### config.mk
export PLATFORM = sky130hd
export DESIGN_NAME = mem_subsystem
export DESIGN_NICKNAME = d
export VERILOG_FILES = /design/src/lc3b_types.sv /design/src/pmem_pkg.sv /design/src/line_req_if.sv /design/src/pmem_arbiter.sv /design/src/req_queue.sv /design/src/line_memory.sv /design/src/mem_subsystem.sv
export VERILOG_INCLUDE_DIRS = /design/src
export SDC_FILE = /design/constraint.sdc
export NUM_CORES = 2
export LEC_CHECK = 0
export ABC_CLOCK_PERIOD_IN_PS = 12300
export BUFFER_PORTS_ARGS = -buffer_cell sky130_fd_sc_hd__buf_4
export CAP_MARGIN = 20
export CORE_ASPECT_RATIO = 0.5
export CORE_MARGIN = 10
export CORE_UTILIZATION = 43
export CTS_CLUSTER_SIZE = 40
export DETAILED_ROUTE_END_ITERATION = 10
export PLACE_DENSITY = 0.67
export SETUP_SLACK_MARGIN = 0.02
export SLEW_MARGIN = 20
export SYNTH_ARGS = -nofsm -noshare
export SYNTH_HDL_FRONTEND = slang
export SYNTH_HIERARCHICAL = 1
export SYNTH_SLANG_ARGS = --single-unit
### constraint.sdc
create_clock -name clk -period 12.3 [get_ports clk]
set_input_delay 0.615 -clock clk [delete_from_list [all_inputs] [get_ports clk]]
set_output_delay 0.615 -clock clk [all_outputs]
set_load 0.005 [all_outputs]
### src/mem_cfg.svh
`ifndef MEM_CFG_SVH
`define MEM_CFG_SVH

// request queue entries
`define REQ_DEPTH 2

// lines held by the line memory
`define MEM_LINES 16

// address bits below the line index, 16 bytes per line
`define LINE_OFFSET 4

// cycles from pop to resp
`define MEM_LATENCY 4

`endif

### src/lc3b_types.sv
`default_nettype none

`include "mem_cfg.svh"

package lc3b_types;

	// address or data word
	typedef logic [15:0] lc3b_word;

	// one cache line, eight words
	typedef logic [127:0] lc3b_c_block;

	// selects a line in the line memory
	typedef logic [$clog2(`MEM_LINES)-1:0] lc3b_line_idx;

endpackage : lc3b_types

`default_nettype wire

### src/pmem_pkg.sv
`default_nettype none

`include "mem_cfg.svh"

package pmem_pkg;

	// which cache a request belongs to
	typedef enum logic {
		OWNER_I = 1'b0,
		OWNER_D = 1'b1
	} pmem_owner_t;

	// one queued line request
	typedef struct packed {
		pmem_owner_t owner;
		logic write;
		lc3b_types::lc3b_word address;
		lc3b_types::lc3b_c_block wdata;
	} pmem_req_t;

	// line index sits just above the byte offset
	function automatic lc3b_types::lc3b_line_idx line_of(input lc3b_types::lc3b_word address);
		return address[`LINE_OFFSET +: $bits(lc3b_types::lc3b_line_idx)];
	endfunction

endpackage : pmem_pkg

`default_nettype wire

### src/line_req_if.sv
`timescale 1ns/100ps
`default_nettype none

interface line_req_if;

	// head of the request queue
	logic req_valid;
	pmem_pkg::pmem_req_t req;
	logic req_take;

	// response from the line memory
	logic resp;
	pmem_pkg::pmem_owner_t resp_owner;
	lc3b_types::lc3b_c_block resp_rdata;

	modport queue (
		output req_valid,
		output req,
		input req_take
	);

	modport memory (
		input req_valid,
		input req,
		output req_take,
		output resp,
		output resp_owner,
		output resp_rdata
	);

	// arbiter only steers responses
	modport arbiter (
		input resp,
		input resp_owner,
		input resp_rdata
	);

endinterface : line_req_if

`default_nettype wire

### src/pmem_arbiter.sv
`timescale 1ns/100ps
`default_nettype none

module pmem_arbiter
(
	input logic clk,
	input logic rst_n,

	// instruction cache
	input logic i_read,
	input lc3b_types::lc3b_word i_address,

	// data cache
	input logic d_read,
	input logic d_write,
	input lc3b_types::lc3b_word d_address,
	input lc3b_types::lc3b_c_block d_wdata,

	output logic i_resp,
	output logic d_resp,
	output lc3b_types::lc3b_c_block rdata,

	// request queue push side
	output logic push,
	output pmem_pkg::pmem_req_t push_req,
	input logic full,

	line_req_if.arbiter mem
);

	logic i_issued;
	logic d_issued;
	logic i_pend;
	logic d_pend;
	logic pick_d;

	// a request waiting to enter the queue
	assign i_pend = i_read && !i_issued;
	assign d_pend = (d_read || d_write) && !d_issued;

	// data cache first
	assign pick_d = d_pend;

	assign push = !full && (d_pend || i_pend);

	always_comb begin
		if (pick_d) begin
			push_req.owner = pmem_pkg::OWNER_D;
			push_req.write = d_write;
			push_req.address = d_address;
			push_req.wdata = d_wdata;
		end else begin
			push_req.owner = pmem_pkg::OWNER_I;
			push_req.write = 1'b0;
			push_req.address = i_address;
			push_req.wdata = '0;
		end
	end

	// issued marks live until the owner sees its resp
	always_ff @(posedge clk or negedge rst_n) begin
		if (!rst_n) begin
			i_issued <= 1'b0;
			d_issued <= 1'b0;
		end else begin
			if (i_resp)
				i_issued <= 1'b0;
			else if (push && !pick_d)
				i_issued <= 1'b1;

			if (d_resp)
				d_issued <= 1'b0;
			else if (push && pick_d)
				d_issued <= 1'b1;
		end
	end

	// route the response by owner tag
	assign i_resp = mem.resp && (mem.resp_owner == pmem_pkg::OWNER_I);
	assign d_resp = mem.resp && (mem.resp_owner == pmem_pkg::OWNER_D);
	assign rdata = mem.resp_rdata;

	// a resp must answer a request this arbiter issued earlier
	i_resp_has_owner: assert property (
		@(posedge clk) disable iff (!rst_n) i_resp |-> i_issued
	) else $error("i_resp with no instruction request outstanding");

	d_resp_has_owner: assert property (
		@(posedge clk) disable iff (!rst_n) d_resp |-> d_issued
	) else $error("d_resp with no data request outstanding");

endmodule : pmem_arbiter

`default_nettype wire

### src/req_queue.sv
`timescale 1ns/100ps
`default_nettype none

`include "mem_cfg.svh"

module req_queue
(
	input logic clk,
	input logic rst_n,

	input logic push,
	input pmem_pkg::pmem_req_t push_req,
	output logic full,

	line_req_if.queue q
);

	localparam int PTR_W = (`REQ_DEPTH > 1) ? $clog2(`REQ_DEPTH) : 1;
	localparam int CNT_W = $clog2(`REQ_DEPTH + 1);

	pmem_pkg::pmem_req_t entries [`REQ_DEPTH];
	logic [PTR_W-1:0] wr_ptr;
	logic [PTR_W-1:0] rd_ptr;
	logic [CNT_W-1:0] count;
	logic do_push;
	logic do_pop;

	function automatic logic [PTR_W-1:0] next_ptr(input logic [PTR_W-1:0] ptr);
		if (ptr == PTR_W'(`REQ_DEPTH - 1))
			return '0;
		return ptr + 1'b1;
	endfunction

	assign full = (count == CNT_W'(`REQ_DEPTH));
	assign q.req_valid = (count != '0);
	assign q.req = entries[rd_ptr];

	assign do_push = push && !full;
	assign do_pop = q.req_take && q.req_valid;

	always_ff @(posedge clk or negedge rst_n) begin
		if (!rst_n) begin
			wr_ptr <= '0;
			rd_ptr <= '0;
			count <= '0;
		end else begin
			if (do_push)
				wr_ptr <= next_ptr(wr_ptr);
			if (do_pop)
				rd_ptr <= next_ptr(rd_ptr);
			// push and pop together leave the count alone
			if (do_push && !do_pop)
				count <= count + 1'b1;
			else if (do_pop && !do_push)
				count <= count - 1'b1;
		end
	end

	always_ff @(posedge clk) begin
		if (do_push)
			entries[wr_ptr] <= push_req;
	end

	no_pop_when_empty: assert property (
		@(posedge clk) disable iff (!rst_n) q.req_take |-> q.req_valid
	) else $error("pop from empty queue");

	no_push_when_full: assert property (
		@(posedge clk) disable iff (!rst_n) push |-> !full
	) else $error("push into full queue");

endmodule : req_queue

`default_nettype wire

### src/line_memory.sv
`timescale 1ns/100ps
`default_nettype none

`include "mem_cfg.svh"

module line_memory
(
	input logic clk,
	input logic rst_n,

	line_req_if.memory mem
);

	localparam int LAT_W = (`MEM_LATENCY > 1) ? $clog2(`MEM_LATENCY) : 1;

	lc3b_types::lc3b_c_block lines [`MEM_LINES];
	logic [`MEM_LINES-1:0] written;

	logic busy;
	logic [LAT_W-1:0] cnt;
	pmem_pkg::pmem_req_t cur;
	lc3b_types::lc3b_line_idx cur_idx;
	logic done;

	assign cur_idx = pmem_pkg::line_of(cur.address);

	// pop whenever idle
	assign mem.req_take = !busy && mem.req_valid;

	// last cycle of the access
	assign done = busy && (cnt == '0);

	always_ff @(posedge clk or negedge rst_n) begin
		if (!rst_n) begin
			busy <= 1'b0;
			cnt <= '0;
		end else if (mem.req_take) begin
			busy <= 1'b1;
			cnt <= LAT_W'(`MEM_LATENCY - 1);
		end else if (done) begin
			busy <= 1'b0;
		end else if (busy) begin
			cnt <= cnt - 1'b1;
		end
	end

	// latched request, payload only
	always_ff @(posedge clk) begin
		if (mem.req_take)
			cur <= mem.req;
	end

	always_ff @(posedge clk or negedge rst_n) begin
		if (!rst_n)
			written <= '0;
		else if (done && cur.write)
			written[cur_idx] <= 1'b1;
	end

	always_ff @(posedge clk) begin
		if (done && cur.write)
			lines[cur_idx] <= cur.wdata;
	end

	assign mem.resp = done;
	assign mem.resp_owner = cur.owner;
	// untouched lines read as zero
	assign mem.resp_rdata = written[cur_idx] ? lines[cur_idx] : '0;

	resp_one_cycle: assert property (
		@(posedge clk) disable iff (!rst_n) mem.resp |=> !mem.resp
	) else $error("resp held for two cycles");

endmodule : line_memory

`default_nettype wire

### src/mem_subsystem.sv
`timescale 1ns/100ps
`default_nettype none

module mem_subsystem
(
	input logic clk,
	input logic rst_n,

	// instruction cache side
	input logic i_read,
	input lc3b_types::lc3b_word i_address,
	output logic i_resp,

	// data cache side
	input logic d_read,
	input logic d_write,
	input lc3b_types::lc3b_word d_address,
	input lc3b_types::lc3b_c_block d_wdata,
	output logic d_resp,

	// shared read data, valid with resp
	output lc3b_types::lc3b_c_block rdata
);

	logic push;
	pmem_pkg::pmem_req_t push_req;
	logic full;

	line_req_if req_bus ();

	pmem_arbiter arbiter
	(
		.clk,
		.rst_n,
		.i_read,
		.i_address,
		.d_read,
		.d_write,
		.d_address,
		.d_wdata,
		.i_resp,
		.d_resp,
		.rdata,
		.push,
		.push_req,
		.full,
		.mem(req_bus.arbiter)
	);

	req_queue queue
	(
		.clk,
		.rst_n,
		.push,
		.push_req,
		.full,
		.q(req_bus.queue)
	);

	line_memory memory
	(
		.clk,
		.rst_n,
		.mem(req_bus.memory)
	);

endmodule : mem_subsystem

`default_nettype wire

Yosys cells after proc, flatten, opt, wreduce, memory -nomap -nowiden
Memories as Yosys holds them, arrays and structs flattened. A register that Yosys moved wholly into a read port is not among the register bits.
Cells that the tools add are included.
- flip-flop bits (word level): 25
- memory bits (writable): 2340
- bits of input ports: 165
- output and inout bits: 130
- word-level logic and storage cells: 82
- memories kept: 2
- memory list (memory ; depth ; bits a word ; read ports ; clocked after memory_dff ; write ports ; RTL line ; text):
    memory.lines ; 16 ; 128 ; 1 ; 0 ; 1 ; line_memory.sv:16 ; lc3b_types::lc3b_c_block lines [`MEM_LINES];
    queue.entries ; 2 ; 146 ; 1 ; 1 ; 1 ; req_queue.sv:21 ; pmem_pkg::pmem_req_t entries [`REQ_DEPTH];
- $add $sub $neg: 5
- magnitude comparators: 2
- eq/ne operators: 2
- muxes and demuxes: 29
- bitwise operators: 2
- reductions and logical operators: 32
- operators by type and width (operator ; count):
    146-bit 2-to-1 mux ; 1
    128-bit 2-to-1 mux ; 1
    1-bit 2-to-1 mux ; 20
    16-bit OR ; 1
    1-bit logical AND ; 15
    2-bit nonzero test ; 6
    2-bit 2-to-1 mux ; 5
    1-bit logical NOT ; 7
    4-bit by 5-bit < comparator with 1-bit output, second input constant ; 1
    1-bit binary-select mux with 4-bit select ; 1
    1-bit demux with 4-bit select ; 1
    4-bit by 1-bit >= comparator with 1-bit output, second input constant ; 1
    2-bit by 1-bit subtractor with 2-bit output, second input constant ; 2
    1-bit adder, second input constant ; 2
    2-bit by 1-bit adder with 2-bit output, second input constant ; 1
    2-bit equality test, second input constant ; 1
    2-bit logical NOT ; 1
    1-bit logical OR ; 2
    2-bit by 1-bit inequality test with 1-bit output, second input constant ; 1
    2-bit AND reduction ; 1
    1-bit NOT ; 1

Depth between registers and ports, before layout
- word-level depth: 9
- gate-level depth with buffers: 10
- mapped depth without buffers: 9

Modules after synthesis
The synthesis kept the hierarchy.
- modules (own cells, without submodules) (module ; times used ; cells each ; area an instance (sq um) ; seq. area each (sq um)):
    line_memory ; 1 ; 4203 ; 83566.4 ; 66078.4
    req_queue ; 1 ; 473 ; 10784.1 ; 8868.5
    pmem_arbiter ; 1 ; 304 ; 2255.9 ; 50.0

Worst setup path before layout
No wires, ideal clock.
- kind: register to register
- from: register memory.cnt[0]
- to: register memory.written[0]
- library setup time: 0.120 ns
- arrival: 10.603 ns
- data required time: 12.180 ns
- slack: 1.577 ns
- cell stages (with the launch flop): 7
- buffers on the path: 0
- period minus slack after synthesis: 10.723 ns
- path through: dfrtp_1 inv_1 ha_1 nand3_1 or3_1 nor3_1 or2_2
- longest elaborated chain between the ends: 3
- RTL lines (item ; RTL line ; text):
    start, declared ; line_memory.sv:20 ; logic [LAT_W-1:0] cnt;
    start signal, assigned ; line_memory.sv:39 ; cnt <= LAT_W'(`MEM_LATENCY - 1);
    start signal, assigned ; line_memory.sv:43 ; cnt <= cnt - 1'b1;
    2-bit logical NOT ; line_memory.sv:31 ; assign done = busy && (cnt == '0);
    1-bit logical AND ; line_memory.sv:31 ;
    1-bit logical AND ; line_memory.sv:56 ; else if (done && cur.write)
    end signal, assigned ; line_memory.sv:55 ; written <= '0;
    end signal, assigned by index ; line_memory.sv:57 ; written[cur_idx] <= 1'b1;
    end, declared ; line_memory.sv:17 ; logic [`MEM_LINES-1:0] written;
Every way passes these cells.
A chain may end at the register's enable or synchronous reset.

==> metrics.txt <==
# TYPE chip_impl_metric gauge
chip_impl_metric{name="grt_max_degree",unit=""} 140
chip_impl_metric{name="wl",unit="mm"} 232
chip_impl_metric{name="synth.cell_area",unit="um2"} 95600
chip_impl_metric{name="power.ir.vdd_worst",unit="mV"} 0.186
chip_impl_metric{name="dp_hpwl",unit="mm"} 117
chip_impl_metric{name="drt_iter0_markers",unit=""} 4843
chip_impl_metric{name="p_int",unit="W"} 0.0163
chip_impl_metric{name="final_min_period_over_clock_period",unit=""} 0.513
chip_impl_metric{name="pin_count",unit=""} 295
chip_impl_metric{name="clkSinkCount",unit=""} 2479
chip_impl_metric{name="yosys_warnings",unit=""} 6
chip_impl_info{name="clock_tree_from_tritoncts",value="done"} 1
chip_impl_metric{name="die_y",unit="um"} 353
chip_impl_metric{name="fin_worst_skew",unit="ps"} 22.5
chip_impl_metric{name="core.rowCount",unit=""} 122
chip_impl_metric{name="seq_power_share",unit=""} 0.469
chip_impl_metric{name="ant_nets",unit=""} 0
chip_impl_metric{name="htree_num_levels",unit=""} 4
chip_impl_metric{name="ctsLongestPathBuffers",unit=""} 3
chip_impl_metric{name="synthesis.instances",unit=""} 4932
chip_impl_metric{name="final_core_util",unit=""} 0.484
chip_impl_metric{name="route.detailed.wl_per_inst",unit="um"} 28.1
chip_impl_metric{name="post-cts-setup-buffer-count",unit=""} 0
chip_impl_metric{name="cp.required",unit="ps"} 11690
chip_impl_metric{name="remaining_drc_errors",unit=""} 0
chip_impl_metric{name="worst_pin_slew",unit="ps"} 1220
chip_impl_metric{name="max_cap_violations",unit=""} 0
chip_impl_info{name="worst_setup_path_start_kind",value="flip-flop"} 1
chip_impl_metric{name="via_count_of_the_first_global_routing_pass",unit=""} 48300
chip_impl_metric{name="cts.repair.resized",unit=""} 0
chip_impl_metric{name="cp_data_arrival_time",unit="ps"} 5690
chip_impl_info{name="worst_path_max_delay_cell",value="buf_4"} 1
chip_impl_metric{name="global_route_wire_length_before_repair",unit="mm"} 333
chip_impl_metric{name="worst-path-max-fanout",unit=""} 63
chip_impl_metric{name="worst-r2r-setup-slack",unit="ps"} 7780
chip_impl_info{name="critical_path_class",value="flip-flop to output port"} 1
chip_impl_metric{name="path_clk_slew",unit="ps"} 60
chip_impl_metric{name="power.net_switching",unit="W"} 0.00695
chip_impl_info{name="critical_path.endpoint_type",value="output port"} 1
chip_impl_info{name="worst_hold_path_class",value="primary input to flip-flop"} 1
chip_impl_metric{name="hold_viol",unit=""} 0
chip_impl_metric{name="final_worst_path_period_need",unit="ps"} 6310
chip_impl_metric{name="critical_path.max_stage_delay",unit="ps"} 960
chip_impl_info{name="path_cells",value="buf_4, buf_4, buf_4, mux2i_1, a221oi_1, nand2_1, a21oi_1, buf_4"} 1
chip_impl_metric{name="pwr-share-comb",unit=""} 0.241
chip_impl_metric{name="fmax",unit="MHz"} 159
chip_impl_metric{name="synthesis.area_per_instance",unit="um2"} 19.4
chip_impl_metric{name="portBuffers",unit=""} 270
chip_impl_metric{name="finalSetupTns",unit="ps"} 0
chip_impl_metric{name="cts_hold_repair.buffers",unit=""} 2
chip_impl_info{name="grt_setup_unrepaired",value="false"} 1
chip_impl_metric{name="global_route.overflow_total",unit=""} 0
chip_impl_metric{name="timing.final.max_slew_violations",unit=""} 0
chip_impl_metric{name="share_clk_of_total_power",unit=""} 0.290
chip_impl_metric{name="swShare",unit=""} 0.300
chip_impl_metric{name="floorplan.initialDensity",unit=""} 0.432
chip_impl_metric{name="grt.total_usage",unit=""} 0.185
chip_impl_metric{name="power.density",unit="nW/um2"} 217
chip_impl_metric{name="area_delta_synth_final",unit="%"} 11.9
chip_impl_info{name="crit_path_frequent_cell",value="buf_4"} 1
chip_impl_metric{name="via_per_inst",unit=""} 5.76
chip_impl_metric{name="place.gp.congestion",unit=""} 0.724
chip_impl_metric{name="insertion_delay",unit="ps"} 860
chip_impl_metric{name="fp.coreArea",unit="um2"} 221000
chip_impl_metric{name="number_of_antenna_violations_at_the_first_check_in_global_routing",unit=""} 6
chip_impl_metric{name="drt_first_pass_iters",unit=""} 6
chip_impl_info{name="run_status",value="finished clean"} 1
chip_impl_info{name="ctsRootBufferMaster",value="clkbuf_16"} 1
chip_impl_metric{name="static-leakage-power",unit="nW"} 35.8
chip_impl_metric{name="layout-drive-gt1-share",unit=""} 0.187
chip_impl_metric{name="die-width",unit="um"} 687
chip_impl_metric{name="number_of_nets_in_the_synthesized_netlist",unit=""} 5099
chip_impl_metric{name="route.vias.total",unit=""} 47600
chip_impl_metric{name="slew-limit-headroom",unit=""} 0.186
chip_impl_metric{name="die_area",unit="um2"} 243000
chip_impl_metric{name="cts_buffers",unit=""} 219
chip_impl_metric{name="finalSetupViolations",unit=""} 0
chip_impl_metric{name="num-nets-final",unit=""} 5266
[registers in the layout (all words and copies together) (netlist names), named ones only]
signal and count:
queue/wr_ptr 1, memory/mem.resp_owner 1, memory/busy 1, memory/written 16, arbiter/d_issued 1, arbiter/i_issued 1, memory/cur 133, memory/lines 2048
queue/rd_ptr 1, queue/count 2, memory/cnt 2, queue/entries 268
[layer usage]
| metal | wire length (um) | global-route usage | vias up |
|---|---|---|---|
| met1 | 92900 | 0.246 | 25100 |
| met5 | 0 | 0 | - |
| li1 | - | - | 20100 |
| met2 | 117000 | 0.320 | 2016 |
| met4 | 5120 | 0.0493 | 0 |
| met3 | 17000 | 0.0281 | 317 |
[per-stage QoR]
stage / setup WS (ps) / cell area [um2] / cells / hold WS [ps] / power, W
3_5_place_dp: 6860 / 99900 / 7852 / 448 / 0.0166
4_1_cts: 5920 / 107000 / 8258 / 8.30 / 0.0233
5_1_grt: 5730 / 107000 / 8259 / 40.8 / 0.0240
2_1_floorplan: 1580 / 95600 / 4932 / 319 / 0.0148
3_3_place_gp: 6920 / 99800 / 7850 / 444 / 0.0165
6_report: 5990 / 107000 / 8260 / 63.1 / 0.0232
[final cells by class]
cell class / instances / area (um2)
clock buffer: 273 / 5850
timing repair buffer: 367 / 2940
multi-input combinational: 2025 / 18900
sequential: 2479 / 74300
antenna: 2 / 5.00
tap: 2976 / 3720
clock inverter: 131 / 1190
fill: 17600 / 114000
inverter: 7 / 28.8
[worst max-delay path: cells and delay by family (launching register included)]
family,cells,cell delay (ps)
buf+inv,4,2870
compound gates,2,660
simple gates,1,120
mux,1,170
flops,1,870
[final timing paths]
check | from | endpoint | depth (start not counted)
worst max-delay path | flip-flop | rdata[51] | 8
max in group asynchronous | rst_n | queue/rd_ptr | 2
min in group asynchronous | rst_n | memory/busy | 2
worst min-delay path | d_wdata[1] | queue/entries[0][1] | 2
worst min register to register | memory/written[10] | memory/written[10] | 1
worst max register to register | memory/cnt[0] | memory/lines[11][55] | 7
[power groups by stage]
stage / logic [W] / clock network [W] / registers (W)
global route: 0.00588 / 0.00720 / 0.0110
floorplan: 0.00400 / 0 / 0.0108
finish: 0.00559 / 0.00674 / 0.0109
CTS: 0.00561 / 0.00684 / 0.0109
global placement: 0.00550 / 0 / 0.0110
detailed placement: 0.00559 / 0 / 0.0111
[cell usage in the layout (no fill, tap or decap), drive strengths merged, types with 3 or more instances in the layout]
cell type  count
nor3           4
mux2         143
clkinv        96
mux4         132
clkinvlp       9
a22oi        257
a221oi       128
nor2b          7
edfxtp      2450
mux2i        770
dfrtp         25
inv           11
nor2          23
bufinv        22
nand2b         4
and2         132
clkbuf       273
a21oi        130
o211ai       128
xnor2          3
o21bai         4
nand2        133
dfxtp          4
buf          365
or2           13
Note: power is estimated with default switching activity, not from simulation.
